==> src/verilog/lockstep_pkg.sv <==
`default_nettype none

package lockstep_pkg;

  //////////////////////////////////////////////////////////////////////////
  // Lockstep timing
  //////////////////////////////////////////////////////////////////////////

  // Cycles the shadow core trails the main core
  localparam int unsigned LOCKSTEP_OFFSET = 2;

  // Main core outputs wait one more cycle for the shadow output register
  localparam int unsigned OUTPUTS_OFFSET = LOCKSTEP_OFFSET + 1;

  // Shadow reset release counter is at least one bit wide
  localparam int unsigned RST_CNT_W = (LOCKSTEP_OFFSET > 1) ? $clog2(LOCKSTEP_OFFSET) : 1;

  //////////////////////////////////////////////////////////////////////////
  // Accumulator core interface
  //////////////////////////////////////////////////////////////////////////

  localparam int unsigned DATA_W = 32;

  // Codes 5 to 7 are illegal
  typedef enum logic [2:0] {
    OP_LOAD = 3'd0,
    OP_ADD  = 3'd1,
    OP_SUB  = 3'd2,
    OP_XOR  = 3'd3,
    OP_AND  = 3'd4
  } acc_op_e;

  // Core inputs, 36 bits
  typedef struct packed {
    logic              cmd_valid;
    acc_op_e           op;
    logic [DATA_W-1:0] operand;
  } core_cmd_t;

  // Core outputs, 34 bits
  typedef struct packed {
    logic              rsp_valid;
    // Previous command was valid with an illegal opcode
    logic              illegal;
    logic [DATA_W-1:0] result;
  } core_rsp_t;

endpackage

`default_nettype wire

==> src/verilog/acc_core.sv <==
`timescale 1ns/1ps
`default_nettype none

module acc_core import lockstep_pkg::*; (
  input  logic      clk_i,
  input  logic      rst_ni,
  input  core_cmd_t cmd_i,
  output core_rsp_t rsp_o,
  output logic      alert_minor_o
);

  core_rsp_t         rsp_d;
  core_rsp_t         rsp_q;
  logic [DATA_W-1:0] acc_nxt;
  logic              op_legal;

  //////////////////////////////////////////////////////////////////////////
  // Opcode decode
  //////////////////////////////////////////////////////////////////////////

  // The accumulator lives in the result field of the response register
  always_comb begin
    op_legal = 1'b1;
    acc_nxt  = rsp_q.result;
    case (cmd_i.op)
      OP_LOAD: acc_nxt = cmd_i.operand;
      OP_ADD:  acc_nxt = rsp_q.result + cmd_i.operand;
      OP_SUB:  acc_nxt = rsp_q.result - cmd_i.operand;
      OP_XOR:  acc_nxt = rsp_q.result ^ cmd_i.operand;
      OP_AND:  acc_nxt = rsp_q.result & cmd_i.operand;
      default: op_legal = 1'b0;
    endcase
  end

  always_comb begin
    rsp_d.rsp_valid = cmd_i.cmd_valid;
    rsp_d.illegal   = cmd_i.cmd_valid & ~op_legal;
    // Idle cycles and illegal opcodes keep the old value
    rsp_d.result    = (cmd_i.cmd_valid && op_legal) ? acc_nxt : rsp_q.result;
  end

  //////////////////////////////////////////////////////////////////////////
  // Response register
  //////////////////////////////////////////////////////////////////////////

  always_ff @(posedge clk_i or negedge rst_ni) begin
    if (!rst_ni) begin
      rsp_q <= '0;
    end else begin
      rsp_q <= rsp_d;
    end
  end

  assign rsp_o = rsp_q;

  // Minor alert pulses together with the illegal flag
  assign alert_minor_o = rsp_q.illegal;

  // Every command gets exactly one response, one cycle later
  a_rsp_follows_cmd: assert property (@(posedge clk_i) disable iff (!rst_ni)
    $past(rst_ni) |-> (rsp_o.rsp_valid == $past(cmd_i.cmd_valid)))
    else $error("rsp_valid does not follow cmd_valid");

endmodule

`default_nettype wire

==> src/verilog/acc_lockstep.sv <==
`timescale 1ns/1ps
`default_nettype none

module acc_lockstep import lockstep_pkg::*; (
  input  logic      clk_i,
  input  logic      rst_ni,

  // Main core command and its registered response
  input  core_cmd_t cmd_i,
  input  core_rsp_t main_rsp_i,

  output logic      alert_major_o,
  output logic      alert_minor_o
);

  logic      shadow_rst_n;
  logic      cmp_en;
  core_cmd_t shadow_cmd;
  core_rsp_t shadow_rsp;
  core_rsp_t main_rsp_dly;
  logic      shadow_alert_minor;

  //////////////////////////////////////////////////////////////////////////
  // Reset sequencing
  //////////////////////////////////////////////////////////////////////////

  lockstep_rst_ctrl u_rst_ctrl (
    .clk_i         (clk_i),
    .rst_ni        (rst_ni),
    .shadow_rst_no (shadow_rst_n),
    .cmp_en_o      (cmp_en)
  );

  //////////////////////////////////////////////////////////////////////////
  // Shadow core and its input delay
  //////////////////////////////////////////////////////////////////////////

  lockstep_delay_line #(
    .DEPTH  (LOCKSTEP_OFFSET),
    .data_t (core_cmd_t)
  ) cmd_dly_i (
    .clk_i  (clk_i),
    .rst_ni (rst_ni),
    .data_i (cmd_i),
    .data_o (shadow_cmd)
  );

  acc_core u_shadow_core (
    .clk_i         (clk_i),
    .rst_ni        (shadow_rst_n),
    .cmd_i         (shadow_cmd),
    .rsp_o         (shadow_rsp),
    .alert_minor_o (shadow_alert_minor)
  );

  //////////////////////////////////////////////////////////////////////////
  // Output alignment and comparison
  //////////////////////////////////////////////////////////////////////////

  // Extra stage matches the shadow output register in the comparator
  lockstep_delay_line #(
    .DEPTH  (OUTPUTS_OFFSET),
    .data_t (core_rsp_t)
  ) rsp_dly_i (
    .clk_i  (clk_i),
    .rst_ni (rst_ni),
    .data_i (main_rsp_i),
    .data_o (main_rsp_dly)
  );

  lockstep_compare u_compare (
    .clk_i                (clk_i),
    .rst_ni               (rst_ni),
    .cmp_en_i             (cmp_en),
    .shadow_rsp_i         (shadow_rsp),
    .main_rsp_i           (main_rsp_dly),
    .shadow_alert_minor_i (shadow_alert_minor),
    .alert_major_o        (alert_major_o),
    .alert_minor_o        (alert_minor_o)
  );

endmodule

`default_nettype wire

==> src/verilog/lockstep_compare.sv <==
`timescale 1ns/1ps
`default_nettype none

module lockstep_compare import lockstep_pkg::*; (
  input  logic      clk_i,
  input  logic      rst_ni,
  input  logic      cmp_en_i,
  input  core_rsp_t shadow_rsp_i,
  input  core_rsp_t main_rsp_i,
  input  logic      shadow_alert_minor_i,
  output logic      alert_major_o,
  output logic      alert_minor_o
);

  core_rsp_t shadow_rsp_q;
  logic      rsp_mismatch;

  //////////////////////////////////////////////////////////////////////////
  // Shadow output register
  //////////////////////////////////////////////////////////////////////////

  // Cuts the path from the shadow core to the alert logic
  always_ff @(posedge clk_i or negedge rst_ni) begin
    if (!rst_ni) begin
      shadow_rsp_q <= '0;
    end else begin
      shadow_rsp_q <= shadow_rsp_i;
    end
  end

  //////////////////////////////////////////////////////////////////////////
  // Comparison and alerts
  //////////////////////////////////////////////////////////////////////////

  // Main response arrives already delayed by OUTPUTS_OFFSET
  assign rsp_mismatch = (shadow_rsp_q != main_rsp_i);

  assign alert_major_o = cmp_en_i & rsp_mismatch;
  assign alert_minor_o = cmp_en_i & shadow_alert_minor_i;

  // Start-up garbage from the pipelines must never leak out as an alert
  a_no_alert_when_off: assert property (@(posedge clk_i) disable iff (!rst_ni)
    !cmp_en_i |-> !(alert_major_o || alert_minor_o))
    else $error("alert raised while compare is disabled");

endmodule

`default_nettype wire

==> src/verilog/lockstep_delay_line.sv <==
`timescale 1ns/1ps
`default_nettype none

module lockstep_delay_line #(
  parameter int unsigned DEPTH  = 1,
  parameter type         data_t = logic
) (
  input  logic  clk_i,
  input  logic  rst_ni,
  input  data_t data_i,
  output data_t data_o
);

  // Stage 0 takes the newest item and the last stage feeds the output
  data_t stage_q [DEPTH];

  if (DEPTH == 0) begin : g_depth_check
    $error("lockstep_delay_line needs DEPTH of at least one");
  end

  //////////////////////////////////////////////////////////////////////////
  // Shift register
  //////////////////////////////////////////////////////////////////////////

  always_ff @(posedge clk_i or negedge rst_ni) begin
    if (!rst_ni) begin
      for (int unsigned i = 0; i < DEPTH; i++) begin
        stage_q[i] <= data_t'('0);
      end
    end else begin
      stage_q[0] <= data_i;
      for (int unsigned i = 1; i < DEPTH; i++) begin
        stage_q[i] <= stage_q[i-1];
      end
    end
  end

  assign data_o = stage_q[DEPTH-1];

endmodule

`default_nettype wire

==> src/verilog/lockstep_rst_ctrl.sv <==
`timescale 1ns/1ps
`default_nettype none

module lockstep_rst_ctrl import lockstep_pkg::*; (
  input  logic clk_i,
  input  logic rst_ni,
  output logic shadow_rst_no,
  output logic cmp_en_o
);

  logic [RST_CNT_W-1:0] cnt_d;
  logic [RST_CNT_W-1:0] cnt_q;
  logic                 cnt_done;
  logic                 shadow_set_q;
  logic                 cmp_en_q;

  //////////////////////////////////////////////////////////////////////////
  // Release sequence
  //////////////////////////////////////////////////////////////////////////

  // Saturate once the input delay line holds real commands
  assign cnt_done = (cnt_q == RST_CNT_W'(LOCKSTEP_OFFSET - 1));
  assign cnt_d    = cnt_done ? cnt_q : cnt_q + 1'b1;

  always_ff @(posedge clk_i or negedge rst_ni) begin
    if (!rst_ni) begin
      cnt_q        <= '0;
      shadow_set_q <= 1'b0;
      cmp_en_q     <= 1'b0;
    end else begin
      cnt_q        <= cnt_d;
      // Synchronous release of the shadow reset
      shadow_set_q <= cnt_done;
      // Compare one cycle after the shadow core leaves reset
      cmp_en_q     <= shadow_set_q;
    end
  end

  assign shadow_rst_no = shadow_set_q;
  assign cmp_en_o      = cmp_en_q;

  // Comparison only starts once the shadow core has run for a full cycle
  a_cmp_after_release: assert property (@(posedge clk_i) disable iff (!rst_ni)
    cmp_en_o |-> shadow_rst_no && $past(shadow_rst_no))
    else $error("compare enabled while shadow core still in reset");

endmodule

`default_nettype wire
==> config.mk <==
export PLATFORM = sky130hd
export DESIGN_NAME = acc_lockstep
export DESIGN_NICKNAME = d
export VERILOG_FILES = /design/src/verilog/lockstep_pkg.sv /design/src/verilog/acc_core.sv /design/src/verilog/acc_lockstep.sv /design/src/verilog/lockstep_compare.sv /design/src/verilog/lockstep_delay_line.sv /design/src/verilog/lockstep_rst_ctrl.sv
export SDC_FILE = /design/constraint.sdc
export NUM_CORES = 1
export LEC_CHECK = 0
export BUFFER_PORTS_ARGS = -buffer_cell sky130_fd_sc_hd__buf_2
export CORE_MARGIN = 8
export CORE_UTILIZATION = 50
export DETAILED_ROUTE_END_ITERATION = 8
export PLACE_DENSITY = 0.68
export SLEW_MARGIN = 20
export SYNTH_ARGS = -nofsm -noshare
export SYNTH_HDL_FRONTEND = slang
export SYNTH_SLANG_ARGS = --single-unit
==> constraint.sdc <==
create_clock -name clk_i -period 3.3 [get_ports clk_i]
set_input_delay 0.66 -clock clk_i [delete_from_list [all_inputs] [get_ports clk_i]]
set_output_delay 0.66 -clock clk_i [all_outputs]
set_load 0.005 [all_outputs]
==> out/qor.csv, run 1 <==
stage;metric;value;unit
cts;Root Buffer;clkbuf_16;
critical_path;critical-path maximum fanout;5;
critical_path;max incr delay on CP;0.59;ns
finish;most frequent cells in the layout;243 x dfrtp_1, 143 x buf_4, 72 x buf_2, 66 x nand2_1, 61 x ha_1;
sta;RSZ-0062 raised after global routing;true;
cts;CTS tree;built;
critical_path;Reg2Reg Depth;15;
grt;GRT Util Overall;0.2064;
route;vias post-DR;7955;
route;DR WL met3;1466;µm
grt;first-pass GRT wire length;42410;µm
cts;CTS Buffer Depth;3;
die;die area;25900;µm²
synthesis;Post-synth ARST share;1.000;
cts;hold buffer count at CTS;0;
route;DRT antenna net count;0;
sta;Period Utilization, post-route;1.112;
synthesis;Synth Instances;904;
sta;fmax;272.6;MHz
synthesis;Main synth FF type;dfrtp_1;
grt;grt ovf;0;
route;Starting DRT DRC Count;548;
synthesis;count of cell types in the netlist;64;
pwr;Static Leak;6.304;nW
sta;slew margin rel.;0.5079;
run;Max-Cap Viols;0;
sta;minimum clock period;3.669;ns
synthesis;number of synthesized flops with an enable pin;0;
finish;fraction of layout cells with a size suffix above 1;0.3173;
synthesis;Avg Cell Area, Syn;11.62;µm²
route;drt via density;5.594;
critical_path;CP arrival;4.05;ns
sta;worst-margin pin slew;0.7329;ns
sta;final hold viol count;0;
finish;post-route cell area;13800;µm²
sta;min setup slack post-route;-0.3688;ns
grt;initial antenna violation count;1;
finish;commonest non-fill, non-tap cell in the layout;dfrtp_1;
pwr;Overall Power;9.665;mW
critical_path;Critical Path Slowest Stage Cell;or4_4;
finish;fin util;0.6629;
die;I/O pin total;74;
route;First-pass DRT Iterations;6;
die;DIE WIDTH;160.9;µm
placed_design;port buffer count;73;
sta;final setup TNS;-4.244;ns
min_path;Hold Path Class;in2async;
synthesis;synth warn;0;
finish;final std cells w/o fill;1422;
die;Initial Util;0.5044;
route;Remaining DRCs;0;
pwr;P per Cell Area;700.2;nW/µm²
route;Total Wirelength;27180;µm
sta;Worst Skew;0.01110;ns
critical_path;r2r endpoint;u_shadow_core.rsp_o[29];
cts;Clock Sinks;245;
critical_path;critical path type;reg2reg;
sta;setup violators final;20;
sta;Final Max Slew Viols;0;
critical_path;Crit. End Element;flip-flop;
run_status;status;finished, violations left;
finish;Synth-to-Final Area Change;31.41;%
critical_path;required time worst endpoint;3.68;ns
die;die height;160.9;µm
grt;largest net degree at the start of global routing;78;
run_status;failing checks;negative setup slack;
critical_path;startpoint types;flip-flop;
placed_design;Inst Count DP;1357;
route;DR WL/cell;19.11;µm
route;highest metal used;met4;
synthesis;Cell Area, Synth;10500;µm²
synthesis;sequential share of the synthesized area;0.5837;
cts;register clock-pin slew on the reported worst setup and hold paths;0.06;ns
placed_design;Final GP Congestion;0.9416;
synthesis;Post-Syn Nets;1041;
finish;Final #Nets;1267;
synthesis;#FFs+latches synth;245;
cts;worst-skew pair later-pin latency;0.52;ns
route;M1 WL;11240;µm
placed_design;Final HPWL DP;18960;µm
finish;Diodes inserted;0;
pwr;maximum VDD drop;0.7747;mV
critical_path;setup slack, reg-to-reg;-0.37;ns
cts;H-tree levels;1;
die;Core Box Area;20820;µm²
placed_design;Cell Area, Placed;12250;µm²
grt;vias in the first global route;7928;
critical_path;Cell Chain, Critical Path;or4_4, nor4b_4, buf_4, a21oi_4, xnor2_2, ha_1, a2111oi_1, o21ai_0, a21oi_2, o21ai_4, a31oi_4, o21ai_2, o21ai_1, mux2i_1, o2111ai_1;
critical_path;reg2reg start;cmd_dly_i.data_o[2];
die;FP Rows;53;
route;DR WL met2;13090;µm
finish;# fillers;1605;
cts;CTS Buf Count;25;
==> critical path, delay by kind of cell, from the launching register on <==
family	cells	cell delay (ns)
AOI/OAI and AO/OA	9	1.54
buffers and inverters	1	0.20
DFF	1	0.38
xor gates and xnor gates	1	0.14
and+or+nand+nor	2	0.85
muxes	1	0.20
adders and majority gates	1	0.23
==> synthesized netlist by cell type, types with 4 or more instances <==
cell        n  area share
a21o_1     10      0.0071
dfrtp_1   245        0.58
nor2_1     63       0.023
o22ai_1    25       0.015
clkbuf_1   27      0.0096
o31ai_1     8      0.0057
a221oi_1   13       0.011
a21oi_1    75       0.036
o21ai_0    45       0.021
a211oi_1    8      0.0057
or4_1       4      0.0029
nor2b_1     4      0.0024
ha_1       64       0.076
nand2b_1    5      0.0030
buf_1       4      0.0014
nand4_1    14      0.0083
a211o_1     9      0.0075
xnor2_1    56       0.047
a31oi_1    14      0.0083
nand3_1    16      0.0076
nor4_1      8      0.0048
nor3_1      8      0.0038
inv_1      17      0.0061
nand2_1    69       0.025
xor2_1     35       0.029
==> cells by family after synthesis <==
family | share of synthesized area
compound gates | 0.1437
xor+xnor | 0.07588
fa+ha+maj | 0.07814
buf+inv | 0.02001
flops | 0.5837
mux | 0.002859
other cells | 0.0003570
simple gates | 0.09541
==> power breakdown <==
part           switching (mW)  total, mW  internal (mW)
combinational            1.48       2.94           1.47
clock                    1.14       3.04           1.91
sequential              0.349       3.68           3.33
==> metrics by stage <==
step / hold slack (ns) / worst slack [ns]
2_1_floorplan: 0.3312 / -0.2609
3_3_place_gp: 0.2434 / -0.4137
3_5_place_dp: 0.2513 / -0.4808
4_1_cts: 0.1128 / -0.3360
5_1_grt: 0.1492 / -0.5331
6_report: 0.1004 / -0.3688
==> sequential cells by signal (all words and copies together), names as in the netlist, 33 cells and up <==
name	cells
rsp_dly_i.stage_q	68
cmd_dly_i.data_o	36
rsp_dly_i.data_o	34
cmd_dly_i.stage_q	36
u_shadow_core.rsp_o	33
u_compare.shadow_rsp_q	34
==> worst max path at each step <==
stage	endpoint	startpoint
floorplan	u_shadow_core.rsp_o[29]	cmd_dly_i.data_o[11]
global placement	u_shadow_core.rsp_o[29]	cmd_dly_i.data_o[4]
detailed placement	u_shadow_core.rsp_o[25]	cmd_dly_i.data_o[4]
CTS	u_shadow_core.rsp_o[29]	cmd_dly_i.data_o[2]
global route	u_shadow_core.rsp_o[29]	cmd_dly_i.data_o[2]
finish	u_shadow_core.rsp_o[29]	cmd_dly_i.data_o[2]
==> metal layers <==
metal	up-vias	GRT usage
met1	3918	0.2680
met5	-	0
met2	262	0.3379
li1	3688	-
met3	87	0.03379
met4	0	0.08796
==> cell type report <==
cell class | count | area (µm²) | share of cell area
tap | 275 | 344.1 | 0.02493
multi-input combinational | 605 | 4662 | 0.3377
clock inverter | 15 | 244.0 | 0.01768
timing repair buffer | 234 | 1687 | 0.1222
sequential | 245 | 6133 | 0.4443
inverter | 19 | 72.57 | 0.005257
clock buffer | 29 | 660.6 | 0.04786
==> timing repair <==
item                                    4_1_cts  5_1_grt
pin swaps                                    41       36
endpoints found under the setup margin       23       24
resized for setup                            55       62
buffers inserted                             13       11
Note: power is estimated with default switching activity, not from simulation.
==> run 2: changes to the inputs <==
SYNTH_HIERARCHICAL = 1   (was not set)
==> run 2 against run 1 <==
The flow still finishes with violations (negative setup slack). Final area up 5.2%. Sequential share of layout area down 2.2 points. Register-to-register slack worse by 0.09 ns. Die area up 6.7%. Hold slack better by 0.021 ns. Power up 9.8%. Sequential power up 1%. Maximum frequency down 2.5%. First-iteration DRC count up 54%. Sequential cell count unchanged. Wire length up 9.6%. Synthesized area up 7.5%. Highest routed layer unchanged.
==> out/qor.csv, run 2 <==
stage;metric;value;unit;change
route;Total Wirelength;29800;µm;+9.6%
synthesis;Synth top area share;0.5429;;-0.04074
route;vias post-DR;8474;;+6.5%
synthesis;Synth Instances;997;;+10%
synthesis;Synth area leader;dfrtp_1;;
synthesis;Main synth FF type;dfrtp_1;;
sta;min setup slack post-route;-0.4621;ns;-0.09331 ns
pwr;Sequential Power Share;0.350;;-0.031
finish;Diodes inserted;0;;unchanged
placed_design;Inst Count DP;1400;;+3.2%
pwr;switching share of total power;0.3241;;+0.01781
critical_path;required time worst endpoint;3.70;ns;+0.02 ns
die;die height;166.3;µm;+3.3%
finish;commonest non-fill, non-tap cell in the layout;dfrtp_1;;
critical_path;setup slack, reg-to-reg;-0.46;ns;-0.09 ns
die;die area;27650;µm²;+6.7%
route;Starting DRT DRC Count;842;;+54%
sta;minimum clock period;3.762;ns;+0.09331 ns
cts;CTS tree;built;;
grt;initial antenna violation count;1;;unchanged
synthesis;Post-synth ARST share;1.000;;unchanged
cts;CTS Buffer Depth;3;;unchanged
critical_path;Critical Path Slowest Stage Cell;dfrtp_1;;
min_path;Hold Path Class;in2async;;
synthesis;number of synthesized flops with an enable pin;0;;unchanged
critical_path;critical path type;reg2reg;;
route;First-pass DRT Iterations;5;;-1
critical_path;critical-path maximum fanout;5;;unchanged
sta;worst-margin pin slew;0.8075;ns;+0.07466 ns
run;Max-Cap Viols;0;;unchanged
sta;final hold viol count;0;;unchanged
grt;largest net degree at the start of global routing;89;;+14%
sta;slew margin rel.;0.4617;;-0.04626
synthesis;#FFs+latches synth;245;;unchanged
critical_path;Crit. End Element;flip-flop;;
synthesis;Post-synth top cells;245 x dfrtp_1, 76 x a21oi_1, 71 x buf_4;;
finish;most frequent cells in the layout;245 x dfrtp_1, 172 x buf_4, 72 x buf_2, 58 x ha_1, 54 x a21oi_1;;
route;drt via density;5.703;;+1.9%
sta;RSZ-0062 raised after global routing;true;;
route;DRT antenna net count;0;;unchanged
run_status;status;finished, violations left;;
die;Core Box Area;22430;µm²;+7.7%
pwr;P per Cell Area;730.8;nW/µm²;+4.4%
sta;setup violators final;20;;unchanged
synthesis;Post-Syn Nets;1134;;+8.9%
cts;hold buffer count at CTS;0;;unchanged
pwr;Overall Power;10.61;mW;+9.8%
pwr;P_int;7.174;mW;+7.0%
synthesis;count of cell types in the netlist;68;;+6.3%
grt;grt ovf;0;;unchanged
die;I/O pin total;74;;unchanged
grt;GRT Util Overall;0.2033;;-0.003111
critical_path;Cell Chain, Critical Path;nor4_4, buf_4, nand4_1, buf_6, buf_4, o21ai_1, xor2_1, ha_1, a211oi_2, o21bai_1, a211oi_1, o21a_1, o31ai_4, o31ai_2, xnor2_1, o21ai_1;;
finish;Synth-to-Final Area Change;28.60;%;
finish;Largest register FFs;68;;unchanged
die;FP Rows;55;;+3.8%
sta;Final Max Slew Viols;0;;unchanged
finish;largest reg by FF count;rsp_dly_i/stage_q;;
synthesis;Cell Area, Synth;11290;µm²;+7.5%
pwr;maximum VDD drop;0.4588;mV;-41%
synthesis;synth warn;6;;+6
critical_path;CP arrival;4.17;ns;+0.12 ns
grt;vias in the first global route;8274;;+4.4%
sta;Fin Hold WS;0.1218;ns;+0.02141 ns
grt;first-pass GRT wire length;45040;µm;+6.2%
critical_path;max incr delay on CP;0.40;ns;-0.19 ns
die;DIE WIDTH;166.3;µm;+3.3%
pwr;Clock power frac;0.298;;-0.017
synthesis;Avg Cell Area, Syn;11.33;µm²;-2.5%
placed_design;Final HPWL DP;20530;µm;+8.3%
sta;Worst Skew;0.02059;ns;+0.009489 ns
finish;fraction of layout cells with a size suffix above 1;0.3572;;+0.03985
critical_path;startpoint types;flip-flop;;
placed_design;pre-CTS WS;-0.3863;ns;+0.09447 ns
cts;CTS Buf Count;26;;+4.0%
pwr;combinational power share;0.352;;+0.048
cts;Root Buffer;clkbuf_16;;
cts;worst-skew pair later-pin latency;0.53;ns;about the same
synthesis;count leader, synth;dfrtp_1;;
finish;Final #Nets;1318;;+4.0%
pwr;net switching power figure;3.439;mW;+16%
cts;Clock Sinks;245;;unchanged
synthesis;sequential share of the synthesized area;0.5429;;-0.04074
run_status;failing checks;negative setup slack;;
synthesis;top cells by area, synth;dfrtp_1 54%, ha_1 7.1%, buf_4 4.7%;;
route;DR WL/cell;20.05;µm;+4.9%
pwr;Static Leak;6.750;nW;+7.1%
sta;Period Utilization, post-route;1.140;;+0.02828
cts;H-tree levels;1;;unchanged
sta;fmax;265.8;MHz;-2.5%
finish;final std cells w/o fill;1486;;+4.5%
placed_design;Final GP Congestion;0.9026;;-4.1%
route;Remaining DRCs;0;;unchanged
die;Initial Util;0.5033;;-0.001100
cts;register clock-pin slew on the reported worst setup and hold paths;0.06;ns;about the same
placed_design;port buffer count;73;;unchanged
==> run 2: cell types whose count changed after synthesis, sizes merged, moves of 11 or more <==
cell	previous run	this run
xnor2	56	36
o21ai	47	59
nor2	63	52
xor2	35	57
buf	7	72
nand2	70	56
==> run 2: repair_timing <==
item | CTS | global route
pin swaps | 41 | 60
setup endpoints to repair | 18 | 22
gates resized for setup | 58 | 92
setup buffers | 29 | 15
==> run 2: cell families (layout without fill, tap and decap cells) <==
group,Yosys count,in the layout,share of synthesized area
AO/OA/AOI/OAI,268,268,0.1545
flip-flops,245,245,0.5429
AND/OR/NAND/NOR,188,188,0.08178
buffers and inverters,126,330,0.06548
XOR/XNOR,93,93,0.07213
adder cells (fa/ha/maj),65,65,0.07269
multiplexers,11,11,0.01019
other,1,1,0.0003321
==> run 2: routing by layer <==
metal  up-vias  track usage  routed length [µm]
li1       3849            -                   -
met1      4186       0.2845               12760
met2       360       0.3240               13970
met3        79      0.03280                2009
met4         0      0.05562                1057
met5         -            0                   0
==> run 2: worst paths after layout <==
check,startpoint,to,cells after the start
min in group clk_i,cmd_i[7],cmd_dly_i/stage_q[43],1
hold / removal,rst_ni,rsp_dly_i/stage_q[36],1
setup / recovery,cmd_dly_i/data_o[4],u_shadow_core/rsp_o[31],16
setup reg to reg,cmd_dly_i/data_o[4],u_shadow_core/rsp_o[31],16
hold reg to reg,u_rst_ctrl/shadow_rst_no,u_shadow_core/rsp_o[24],0
max in group asynchronous,u_rst_ctrl/shadow_rst_no,u_shadow_core/rsp_o[3],1
==> run 2: area by class of cell <==
cell class | instances | area (µm²)
Multi-Input combinational cell | 626 | 5094
Inverter | 17 | 65.06
Tap cell | 285 | 356.6
Timing Repair Buffer | 265 | 1918
Clock inverter | 13 | 211.5
Fill cell | 1684 | 7913
Clock buffer | 35 | 745.7
Sequential cell | 245 | 6131
==> run 2: stage by stage <==
stage,TNS [ns],cell area [µm²],utilization
2_1_floorplan,-0.3614,11410,-
3_3_place_gp,-2.323,12620,0.5626
3_5_place_dp,-2.985,12620,0.5626
4_1_cts,-1.550,14040,0.6259
5_1_grt,-7.079,14520,0.6473
6_report,-4.843,14520,0.6473
==> run 2: power groups by stage <==
| stage | clock network, mW | logic (mW) | registers (mW) |
|---|---|---|---|
| 2_1_floorplan | 0 | 1.80 | 3.57 |
| 3_3_place_gp | 0 | 2.84 | 3.74 |
| 3_5_place_dp | 0 | 2.87 | 3.76 |
| 4_1_cts | 3.23 | 3.21 | 3.71 |
| 5_1_grt | 3.37 | 4.01 | 3.74 |
| 6_report | 3.16 | 3.74 | 3.72 |
==> run 2: critical path, delay by kind of cell (launching register included) <==
kind / cells / cell delay, ns
AOI/OAI and AO/OA: 8 / 1.60
buffers and inverters: 3 / 0.46
and+or+nand+nor: 2 / 0.45
DFF: 1 / 0.40
xor gates and xnor gates: 2 / 0.40
adders and majority gates: 1 / 0.34
